File: src/rtl/serial_link_macros.svh
//////////////////////////////////////////////////
// Link dimensions, flow-control credits and the
// fixed forwarded-clock division
//////////////////////////////////////////////////

`ifndef SERIAL_LINK_MACROS_SVH
`define SERIAL_LINK_MACROS_SVH

// Physical lanes and payload geometry
`define SL_NUM_LANES       8
`define SL_PAYLOAD_BITS    32
`define SL_PAYLOAD_SPLITS  ((`SL_PAYLOAD_BITS + `SL_NUM_LANES - 1) / `SL_NUM_LANES)

// One credit per payload word
`define SL_NUM_CREDITS     4
`define SL_RECV_FIFO_DEPTH (`SL_NUM_CREDITS * `SL_PAYLOAD_SPLITS)

// System cycles per forwarded clock period, must be even
`define SL_CLK_DIV         4

`endif

File: src/rtl/serial_link_pkg.sv
//////////////////////////////////////////////////
// Shared types of the serial link datapath
//////////////////////////////////////////////////

`include "serial_link_macros.svh"

package serial_link_pkg;

  //////////////////////////////////////////////////
  // Datapath
  //////////////////////////////////////////////////

  // Word handed over on the external ports
  typedef logic [`SL_PAYLOAD_BITS-1:0] payload_t;

  // What travels on the lanes in one forwarded clock period
  typedef logic [`SL_NUM_LANES-1:0] flit_t;

  //////////////////////////////////////////////////
  // Control
  //////////////////////////////////////////////////

  // Needs to hold the full credit budget, hence one extra bit
  typedef logic [$clog2(`SL_NUM_CREDITS):0] credit_t;

  // Position of a flit inside its payload
  typedef logic [$clog2(`SL_PAYLOAD_SPLITS)-1:0] split_idx_t;

endpackage

File: src/rtl/serial_link_tx.sv
//////////////////////////////////////////////////
// Transmitter: payload split, credit counter and
// forwarded clock generation
//////////////////////////////////////////////////

`include "serial_link_macros.svh"

module serial_link_tx
  import serial_link_pkg::*;
(
  input  logic     clk_i,
  input  logic     rst_n_i,
  input  payload_t data_in_i,
  input  logic     data_in_valid_i,
  output logic     data_in_ready_o,
  input  logic     credit_return_i,
  output flit_t    ddr_o,
  output logic     ddr_rcv_clk_o
);

  localparam int unsigned DIV_W    = $clog2(`SL_CLK_DIV);
  localparam int unsigned HALF_DIV = `SL_CLK_DIV / 2;

  credit_t          credit_q, credit_d;
  logic             busy_q, busy_d;
  logic [DIV_W-1:0] div_q, div_d;
  split_idx_t       split_q, split_d;
  payload_t         shift_q, shift_d;
  logic             fwd_clk_q;

  logic div_last;
  logic flit_last;
  logic tx_idle;
  logic accept;

  // End of the current flit period and of the whole payload
  assign div_last  = div_q == DIV_W'(`SL_CLK_DIV - 1);
  assign flit_last = split_q == split_idx_t'(`SL_PAYLOAD_SPLITS - 1);

  // The final cycle of the last flit already counts as idle
  // so that the next payload follows without a gap
  assign tx_idle = ~busy_q | (div_last & flit_last);

  assign data_in_ready_o = tx_idle & (credit_q != '0);
  assign accept          = data_in_valid_i & data_in_ready_o;

  // Lowest byte of the shift register is on the lanes
  assign ddr_o         = shift_q[`SL_NUM_LANES-1:0];
  assign ddr_rcv_clk_o = fwd_clk_q;

  //////////////////////////////////////////////////
  // Credit counter
  //////////////////////////////////////////////////

  always_comb begin
    credit_d = credit_q;
    case ({accept, credit_return_i})
      2'b10:   credit_d = credit_q - 1'b1;
      2'b01:   credit_d = credit_q + 1'b1;
      default: credit_d = credit_q;
    endcase
  end

  //////////////////////////////////////////////////
  // Flit sequencing
  //////////////////////////////////////////////////

  always_comb begin
    busy_d  = busy_q;
    div_d   = div_q;
    split_d = split_q;
    shift_d = shift_q;

    if (busy_q) begin
      if (div_last) begin
        div_d = '0;
        if (flit_last) begin
          busy_d = 1'b0;
        end else begin
          // Next flit, least significant byte first
          split_d = split_q + 1'b1;
          shift_d = shift_q >> `SL_NUM_LANES;
        end
      end else begin
        div_d = div_q + 1'b1;
      end
    end

    // A new payload overrides the end of the previous one
    if (accept) begin
      busy_d  = 1'b1;
      div_d   = '0;
      split_d = '0;
      shift_d = data_in_i;
    end
  end

  always_ff @(posedge clk_i) begin
    if (!rst_n_i) begin
      credit_q  <= credit_t'(`SL_NUM_CREDITS);
      busy_q    <= 1'b0;
      div_q     <= '0;
      split_q   <= '0;
      fwd_clk_q <= 1'b0;
    end else begin
      credit_q <= credit_d;
      busy_q   <= busy_d;
      div_q    <= div_d;
      split_q  <= split_d;
      // Low for the first half of each flit period, high for the second
      fwd_clk_q <= busy_d & (div_d >= DIV_W'(HALF_DIV));
    end
  end

  always_ff @(posedge clk_i) begin
    shift_q <= shift_d;
  end

endmodule

File: src/rtl/serial_link_rx_fifo.sv
//////////////////////////////////////////////////
// Lane sampling on forwarded clock edges into a
// flit FIFO
//////////////////////////////////////////////////

module serial_link_rx_fifo #(
  parameter type         flit_t = logic,
  parameter int unsigned DEPTH  = 16
) (
  input  logic  clk_i,
  input  logic  rst_n_i,
  input  flit_t ddr_i,
  input  logic  ddr_rcv_clk_i,
  output flit_t flit_o,
  output logic  flit_valid_o,
  input  logic  flit_pop_i
);

  localparam int unsigned PTR_W = (DEPTH > 1) ? $clog2(DEPTH) : 1;
  localparam int unsigned CNT_W = $clog2(DEPTH + 1);

  flit_t mem_q [DEPTH];

  logic             rcv_clk_q;
  logic             wr_q;
  flit_t            sample_q;
  logic [PTR_W-1:0] wr_ptr_q;
  logic [PTR_W-1:0] rd_ptr_q;
  logic [CNT_W-1:0] count_q;

  logic rise;
  logic pop;

  //////////////////////////////////////////////////
  // Edge detection on the returned clock
  //////////////////////////////////////////////////

  assign rise = ddr_rcv_clk_i & ~rcv_clk_q;

  always_ff @(posedge clk_i) begin
    if (!rst_n_i) begin
      rcv_clk_q <= 1'b0;
      wr_q      <= 1'b0;
    end else begin
      rcv_clk_q <= ddr_rcv_clk_i;
      wr_q      <= rise;
    end
  end

  // Lanes are stable for the whole high phase
  always_ff @(posedge clk_i) begin
    if (rise) begin
      sample_q <= ddr_i;
    end
  end

  //////////////////////////////////////////////////
  // Flit storage
  //////////////////////////////////////////////////

  assign flit_valid_o = count_q != '0;
  assign flit_o       = mem_q[rd_ptr_q];
  assign pop          = flit_pop_i & flit_valid_o;

  // Credits keep the fill level within DEPTH
  always_ff @(posedge clk_i) begin
    if (!rst_n_i) begin
      wr_ptr_q <= '0;
      rd_ptr_q <= '0;
      count_q  <= '0;
    end else begin
      if (wr_q) begin
        wr_ptr_q <= (wr_ptr_q == PTR_W'(DEPTH - 1)) ? '0 : wr_ptr_q + 1'b1;
      end
      if (pop) begin
        rd_ptr_q <= (rd_ptr_q == PTR_W'(DEPTH - 1)) ? '0 : rd_ptr_q + 1'b1;
      end
      if (wr_q && !pop) begin
        count_q <= count_q + 1'b1;
      end else if (!wr_q && pop) begin
        count_q <= count_q - 1'b1;
      end
    end
  end

  always_ff @(posedge clk_i) begin
    if (wr_q) begin
      mem_q[wr_ptr_q] <= sample_q;
    end
  end

endmodule

File: src/rtl/serial_link_rx.sv
//////////////////////////////////////////////////
// Reassembler rebuilding payload words from flits
// and returning credits
//////////////////////////////////////////////////

`include "serial_link_macros.svh"

module serial_link_rx
  import serial_link_pkg::*;
(
  input  logic     clk_i,
  input  logic     rst_n_i,
  input  flit_t    flit_i,
  input  logic     flit_valid_i,
  output logic     flit_pop_o,
  output payload_t data_out_o,
  output logic     data_out_valid_o,
  input  logic     data_out_ready_i,
  output logic     credit_return_o
);

  localparam int unsigned LANES = `SL_NUM_LANES;

  split_idx_t split_q;
  payload_t   asm_q;
  payload_t   asm_d;
  payload_t   out_q;
  logic       out_valid_q;
  logic       credit_q;

  logic flit_last;
  logic handout;
  logic pop;
  logic word_done;

  assign flit_last = split_q == split_idx_t'(`SL_PAYLOAD_SPLITS - 1);
  assign handout   = out_valid_q & data_out_ready_i;

  // The last flit waits until the output register is free
  assign pop       = flit_valid_i & (~flit_last | ~out_valid_q | data_out_ready_i);
  assign word_done = pop & flit_last;

  assign flit_pop_o       = pop;
  assign data_out_o       = out_q;
  assign data_out_valid_o = out_valid_q;
  assign credit_return_o  = credit_q;

  // Drop the incoming flit into its byte slot
  always_comb begin
    asm_d = asm_q;
    asm_d[split_q*LANES +: LANES] = flit_i;
  end

  //////////////////////////////////////////////////
  // Assembly and output registers
  //////////////////////////////////////////////////

  always_ff @(posedge clk_i) begin
    if (pop) begin
      asm_q <= asm_d;
    end
    if (word_done) begin
      out_q <= asm_d;
    end
  end

  //////////////////////////////////////////////////
  // Control
  //////////////////////////////////////////////////

  always_ff @(posedge clk_i) begin
    if (!rst_n_i) begin
      split_q     <= '0;
      out_valid_q <= 1'b0;
      credit_q    <= 1'b0;
    end else begin
      if (pop) begin
        split_q <= flit_last ? '0 : split_q + 1'b1;
      end
      if (word_done) begin
        out_valid_q <= 1'b1;
      end else if (handout) begin
        out_valid_q <= 1'b0;
      end
      // One credit back per word leaving the link
      credit_q <= handout;
    end
  end

endmodule

File: src/rtl/serial_link.sv
//////////////////////////////////////////////////
// Serial link top level
//////////////////////////////////////////////////

`include "serial_link_macros.svh"

module serial_link
  import serial_link_pkg::*;
(
  input  logic     clk_i,
  input  logic     rst_n_i,
  // Payload input
  input  payload_t data_in_i,
  input  logic     data_in_valid_i,
  output logic     data_in_ready_o,
  // Payload output
  output payload_t data_out_o,
  output logic     data_out_valid_o,
  input  logic     data_out_ready_i,
  // Off-chip lanes and forwarded clock
  output flit_t    ddr_o,
  output logic     ddr_rcv_clk_o,
  input  flit_t    ddr_i,
  input  logic     ddr_rcv_clk_i
);

  flit_t flit;
  logic  flit_valid;
  logic  flit_pop;
  logic  credit_return;

  //////////////////////////////////////////////////
  // Transmit side
  //////////////////////////////////////////////////

  serial_link_tx i_tx (
    .clk_i           ( clk_i           ),
    .rst_n_i         ( rst_n_i         ),
    .data_in_i       ( data_in_i       ),
    .data_in_valid_i ( data_in_valid_i ),
    .data_in_ready_o ( data_in_ready_o ),
    .credit_return_i ( credit_return   ),
    .ddr_o           ( ddr_o           ),
    .ddr_rcv_clk_o   ( ddr_rcv_clk_o   )
  );

  //////////////////////////////////////////////////
  // Receive side
  //////////////////////////////////////////////////

  serial_link_rx_fifo #(
    .flit_t ( flit_t              ),
    .DEPTH  ( `SL_RECV_FIFO_DEPTH )
  ) i_rx_fifo (
    .clk_i         ( clk_i         ),
    .rst_n_i       ( rst_n_i       ),
    .ddr_i         ( ddr_i         ),
    .ddr_rcv_clk_i ( ddr_rcv_clk_i ),
    .flit_o        ( flit          ),
    .flit_valid_o  ( flit_valid    ),
    .flit_pop_i    ( flit_pop      )
  );

  serial_link_rx i_rx (
    .clk_i            ( clk_i            ),
    .rst_n_i          ( rst_n_i          ),
    .flit_i           ( flit             ),
    .flit_valid_i     ( flit_valid       ),
    .flit_pop_o       ( flit_pop         ),
    .data_out_o       ( data_out_o       ),
    .data_out_valid_o ( data_out_valid_o ),
    .data_out_ready_i ( data_out_ready_i ),
    .credit_return_o  ( credit_return    )
  );

endmodule

File: config.mk
export PLATFORM = sky130hd
export DESIGN_NAME = serial_link
export DESIGN_NICKNAME = d
export VERILOG_FILES = /design/src/rtl/serial_link_pkg.sv /design/src/rtl/serial_link_tx.sv /design/src/rtl/serial_link_rx_fifo.sv /design/src/rtl/serial_link_rx.sv /design/src/rtl/serial_link.sv
export VERILOG_INCLUDE_DIRS = /design/src /design/src/rtl
export SDC_FILE = /design/constraint.sdc
export NUM_CORES = 1
export LEC_CHECK = 0
export BUFFER_PORTS_ARGS = -buffer_cell sky130_fd_sc_hd__buf_2
export CORE_MARGIN = 5
export CORE_UTILIZATION = 55
export CTS_BUF_LIST = sky130_fd_sc_hd__clkbuf_8
export DETAILED_ROUTE_END_ITERATION = 8
export PLACE_DENSITY = 0.83
export SLEW_MARGIN = 20
export SYNTH_ARGS = -nofsm -noshare
export SYNTH_HDL_FRONTEND = slang
export SYNTH_SLANG_ARGS = --single-unit
File: constraint.sdc
create_clock -name clk_i -period 3.1 [get_ports clk_i]
set_input_delay 0.155 -clock clk_i [delete_from_list [all_inputs] [get_ports clk_i]]
set_output_delay 0.155 -clock clk_i [all_outputs]
set_load 0.1 [all_outputs]
After elaboration in Yosys (flattened, before gate mapping)
Memories as Yosys holds them, arrays and structs flattened. A register that Yosys moved wholly into a read port is not among the register bits.
Index checks and enable logic that the tools add are counted.
{"block": "totals", "input_bits": 45, "ram_bits": 128, "output_inout_bits": 43, "wordCells": 95, "ff_bits": 132, "mem_count": 1}
{"block": "op_classes", "shift": 2, "muxes": 24, "reduce_logical": 14, "n_eq_ne": 8, "addsub": 10, "bitwise_logic": 18, "n_lt_le_gt_ge": 1}
{"memory": "i_rx_fifo.mem_q", "words": 16, "width": 8, "read_ports": 1, "rd_clocked_by_memory_dff": 1, "write_ports": 1, "line": "serial_link_rx_fifo.sv:22", "rtl": "flit_t mem_q [DEPTH];"}
{"op": "32-bit two-way mux", "count": 4}
{"op": "5-bit negator with 34-bit output", "count": 1}
{"op": "8-bit by 34-bit variable shift with 32-bit output (first input constant)", "count": 1}
{"op": "8-bit by 34-bit indexed part select with 32-bit output", "count": 1}
{"op": "32-bit bitwise mux", "count": 1}
{"op": "4-bit two-way mux", "count": 4}
{"op": "5-bit two-way mux", "count": 2}
{"op": "2-bit nonzero test", "count": 5}
{"op": "1-bit bitwise AND", "count": 9}
{"op": "4-bit by 1-bit adder with 4-bit output (second input constant)", "count": 2}
{"op": "2-bit == test (second input constant)", "count": 4}
{"op": "4-bit == test (second input constant)", "count": 2}
{"op": "1-bit two-way mux", "count": 8}
{"op": "2-bit two-way mux", "count": 4}
{"op": "2-bit by 1-bit adder with 2-bit output (second input constant)", "count": 3}
{"op": "1-bit inverter", "count": 6}
{"op": "3-bit one-hot mux with 2 select lines", "count": 1}
{"op": "3-bit AND reduction", "count": 2}
{"op": "5-bit by 1-bit adder with 5-bit output (second input constant)", "count": 1}
{"op": "5-bit nonzero test", "count": 1}
{"op": "5-bit by 1-bit subtractor with 5-bit output (second input constant)", "count": 1}
{"op": "3-bit by 1-bit adder with 3-bit output (second input constant)", "count": 1}
{"op": "1-bit bitwise OR", "count": 3}
{"op": "3-bit nonzero test", "count": 1}
{"op": "7 further kinds", "count": 9}

Logic depth before layout (Yosys ltp)
{"block": "logic_depth", "depth_word": 9, "mapped_depth": 11, "depth_no_buf": 10}

By module
A second synthesis with hierarchy kept.
{"block": "unflattened", "hier_cells": 590, "area_unflattened_um2": 10592.7}
{"mod": "serial_link_rx_fifo", "area_per_inst_um2": 6093.3, "seq_area_each_um2": 4464.3, "instances": 1, "cells_each": 323}
{"mod": "serial_link_rx", "area_per_inst_um2": 2581.2, "seq_area_each_um2": 2001.9, "instances": 1, "cells_each": 151}
{"mod": "serial_link_tx", "area_per_inst_um2": 1918.1, "seq_area_each_um2": 1141.1, "instances": 1, "cells_each": 116}

Least setup slack after synthesis
No wires, ideal clock.
{"block": "synth_path", "path_type": "flip-flop to flip-flop", "start": "register i_rx.out_valid_q (netlist: i_rx.data_out_valid_o)", "end": "register i_rx_fifo.count_q[4]", "path_buffers": 0, "t_arrival_ps": 2829, "t_required_ps": 3028, "synth_period_minus_slack_ps": 2901, "stages_incl_launch_ff": 10, "setup_slack_ps": 199, "setup_ps": 72, "cell_sequence": "dfxtp_1 nand3b_1 o21ai_4 ha_1 inv_1 fa_1 a21o_1 a21oi_1 mux2i_1 mux2i_1"}
{"block": "synth_between", "elab_chain_cells": 8, "word_cells_on_any_way": 10, "cone_classes": "mux: 1; bitwise: 5; reduce/logical: 4"}
{"element": "from (decl)", "line": "serial_link_rx.sv:28", "rtl": "logic out_valid_q;"}
{"element": "from (signal assigned)", "line": "serial_link_rx.sv:74", "rtl": "out_valid_q <= 1'b0;"}
{"element": "from (signal assigned)", "line": "serial_link_rx.sv:81", "rtl": "out_valid_q <= 1'b1;"}
{"element": "from (signal assigned)", "line": "serial_link_rx.sv:83", "rtl": "out_valid_q <= 1'b0;"}
{"element": "1-bit inverter (*)", "line": "serial_link_rx.sv:40", "rtl": "assign pop = flit_valid_i & (~flit_last | ~out_valid_q | data_out_ready_i);"}
{"element": "1-bit bitwise OR (*) (2 in series)", "line": "serial_link_rx.sv:40"}
{"element": "1-bit bitwise AND (*)", "line": "serial_link_rx.sv:40"}
{"element": "1-bit bitwise AND (*)", "line": "serial_link_rx_fifo.sv:63", "rtl": "assign pop = flit_pop_i & flit_valid_o;"}
{"element": "1-bit logical NOT", "line": "serial_link_rx_fifo.sv:78", "rtl": "if (wr_q && !pop) begin"}
{"element": "1-bit logical AND", "line": "serial_link_rx_fifo.sv:78"}
{"element": "5-bit two-way mux / 2-bit nonzero test (equally long branches)"}
{"element": "to (signal assigned)", "line": "serial_link_rx_fifo.sv:79", "rtl": "count_q <= count_q + 1'b1;"}
{"element": "to (signal assigned)", "line": "serial_link_rx_fifo.sv:81", "rtl": "count_q <= count_q - 1'b1;"}
{"element": "to (decl)", "line": "serial_link_rx_fifo.sv:29", "rtl": "logic [CNT_W-1:0] count_q;"}
Every way passes the cells marked *; elsewhere a longest branch is shown, timed or not.
A chain may end at the register's enable or synchronous reset.

Worst setup path after layout
{"block": "layout_path", "start": "register i_rx_fifo.count_q[0]", "end": "register i_rx_fifo.count_q[4]"}
{"block": "layout_between", "elab_chain_cells": 6, "word_cells_on_any_way": 11, "cone_classes": "add/sub: 2; mux: 2; bitwise: 2; reduce/logical: 5"}
{"element": "branches (longest 6 deep; another with 5-bit by 1-bit subtractor with 5-bit output)"}
Parallel ways; which one is timed is not known. The select of a mux whose other input is x is not followed.

==> results.toml <==
[cts]
cts_tree = "done"
h-tree-depth = 2
clk_pin_slew_ns = 0.06
clockBufferDepth = 3
clk_latency_ns = 0.55
clock_sinks = 264
cts_root_buffer = "clkbuf_8"
cts_buffers = 41
cts_setup_buffers = 0

[synth]
avgSynthCellArea_um2 = 17.07
netlist.area_leader.share_pct = 65.51
syn_inst = 623
ys.flop_type = "edfxtp_1"
syn-num-nets = 687
synth_top_area_cell = "edfxtp_1"
synth_edf_count = 232
ys_seq_elements = 264
ys_seq_area_share_pct = 71.53
yosys_warnings = 0
synth_cell_types = 48
async_flop_share_pct = 0
synth_area_um2 = 10640
ys_top_cells_by_area = "edfxtp_1 66%, mux4_2 6.8%, dfxtp_1 6.0%, mux2_1 2.5%, a22oi_1 2.3%"

[critical_path]
cpMaxStageDelayCell = "or4_1"
cp_max_fo = 5
crit_buf_inv = 1
path_delay_family = "simple AND/OR/NAND/NOR gates"
path_common_cell = "mux2i_1"
max_stage_delay_ns = 0.61
critPathRequiredTime_ns = 3.56
criticalPathCategory = "reg -> reg"
startpoint_type = "flip-flop"
end_kind = "flip-flop"
crit-reg2reg-launch = "i_rx_fifo.count_q[0]$_SDFFE_PN0P_"
cp_data_arrival_time_ns = 3.16
critical_path.cell_chain = "or4_1, o21ai_4, ha_1, inv_1, fa_1, a21o_1, a21oi_1, mux2i_1, mux2i_1"
cp-startpoint = "i_rx_fifo.count_q[0]$_SDFFE_PN0P_"

[worst_hold_path]
min_from = "data_in_valid_i"
hp-class = "in -> reg"

[timing]
setup_viol = 0
final.min_clock_period_ns = 2.703
slew_viol_final = 0
fin_crit_sh_pct = 87.18
rsz0062_at_grt = "false"
finClkSkew_ns = 0.03008
finalHoldViolCount = 0
relSlewSlack_pct = 42.99
fin_setup_tns_ns = 0
setup_ws_ns = 0.3975
worst_slew_pin_slew_ns = 0.8486
max_freq_mhz = 370.0
whs_ns = 0.03665

[global_routing]
antenna_found_initial = 0
grt-ovfl-total = 0
grt_pass1_vias = 6224
grt_pass1_wl_mm = 33.06
grt_max_degree = 33
track_usage_pct = 19.15

[final_layout]
drive_gt1_share_pct = 26.08
nNetsFinal = 841
antenna_cells = 0
fin_area_um2 = 12650
area_delta_synth_final_pct = 18.98

[die]
start_util_pct = 56.29
placementRows = 50
die_area_um2 = 22220
core_area_um2 = 18890
die_h_um = 149.1
fp.dieW_um = 149.1
ios = 88

[run_status]
status = "finished, final reports clean"

[routing]
wire_per_inst_um = 19.25
drt_iter0_drc = 422
routed_wl_mm = 20.58
via_per_inst = 5.498
vias = 5877
firstDrtPassIters = 6
drc_errors = 0
ant_nets = 0

[placed_design]
io_buffers = 87
postPlaceCellArea_um2 = 11290
place_congestion = 0.8951
dp_hpwl_mm = 12.88
pre_cts_ws_ns = 0.4241

[power]
vdd_ir_drop_max_mv = 0.4800
power_mw = 10.63
powerDensity_nw_per_um2 = 839.9
p_leak_nw = 4.603

[job]
cap_viol_max_count = 0
flip-flops by register name, indices dropped and copies added, names as in the netlist, 3 cells and up, named ones only:
register,cells
i_rx.asm_q,32
i_tx.credit_q,3
i_rx_fifo.count_q,5
i_rx.data_out_o,32
i_rx_fifo.rd_ptr_q,4
i_rx_fifo.mem_q,128
i_tx.shift_q,32
i_rx_fifo.wr_ptr_q,4
i_rx_fifo.sample_q,8
per-layer routing:
layer	global-route usage (%)	wire (um)	vias up
met4	6.453	488	0
met1	24.10	8084	2892
met2	33.49	10670	242
met5	0	0	-
li1	-	-	2702
met3	3.737	1341	41
layout make-up:
type,count,area (um^2)
fill,1249,6240
sequential,264,7609
clock buffer,44,605.6
multi-input combinational,290,2686
timing repair buffer,139,945.9
clock inverter,31,327.8
inverter,41,153.9
tap,260,325.3
cell families (layout without fill, tap and decap cells):
kind of cell    Yosys count  count (layout)  share of synthesized area, %
xor+xnor                  8               8                        0.6588
compound gates           85              85                         5.212
mux                      82              82                         12.20
fa+ha+maj                19              19                         2.376
simple gates             96              96                         4.812
flops                   264             264                         71.53
buf+inv                  69             255                         3.212
through the flow:
stage | utilization, % | instances
5_1_grt | 66.97 | 1069
3_3_place_gp | 59.76 | 951
4_1_cts | 66.97 | 1069
3_5_place_dp | 59.76 | 951
2_1_floorplan | - | 623
6_report | 66.97 | 1069
synth_stat cells, types with 2 or more instances:
cell	count
dfxtp_1	32
mux2_2	9
ha_1	17
and2_1	18
buf_12	2
mux2_1	24
a21oi_1	8
fa_1	2
nand2b_1	4
a21o_1	3
buf_4	8
xor2_1	7
mux4_2	32
o21ai_1	32
nor3b_1	2
and3_1	10
buf_1	4
nor2_1	28
buf_6	2
a22oi_1	33
mux2i_1	10
nand2_1	12
edfxtp_1	232
nand3b_1	6
inv_1	39
clkbuf_1	8
nand3_1	7
mux2_4	7
buf_2	4
nor3_1	3
power breakdown:
| part | leakage (nW) | total (mW) | switching, mW | internal, mW |
|---|---|---|---|---|
| logic | 1.68 | 2.61 | 1.69 | 0.929 |
| registers | 2.43 | 4.76 | 0.213 | 4.54 |
| clock network | 0.492 | 3.26 | 1.34 | 1.92 |
cells in the final DEF (no fill, tap or decap), drive strengths merged, types with 2 or more instances in the layout:
cell         synthesis  layout
bufinv               0       7
nand2               12      12
buf                 20      96
mux2i               10      10
nor3                 3       3
a21o                 3       3
clkinv               1      15
edfxtp             232     232
mux4                32      32
nand3                7       7
inv                 40      47
fa                   2       2
a22oi               33      33
nand2b               4       4
and3                10      10
a21oi                8       8
o21ai               34      34
xor2                 7       7
mux2                40      40
nor3b                2       2
clkbuf               8      44
and2                18      18
nor2                28      28
clkinvlp             0       3
nand3b               6       6
dfxtp               32      32
ha                  17      17
dlygate4sd3          0      43
worst paths after layout:
kind	end	slack (ns)	cells past startpoint
min	i_tx.shift_q[26]$_SDFFCE_PP0P_	0.04	2
max reg2reg	i_rx_fifo.count_q[4]$_SDFFE_PN0P_	0.40	9
min reg2reg	i_tx.split_q[1]$_SDFFE_PP0P_	0.51	2
max	i_rx_fifo.count_q[4]$_SDFFE_PN0P_	0.40	9
what timing repair did:
action,in CTS,in global routing
gates resized for setup,0,0
hold buffers,43,0
hold endpoints to repair,45,0
(Power assumes the default switching activity.)
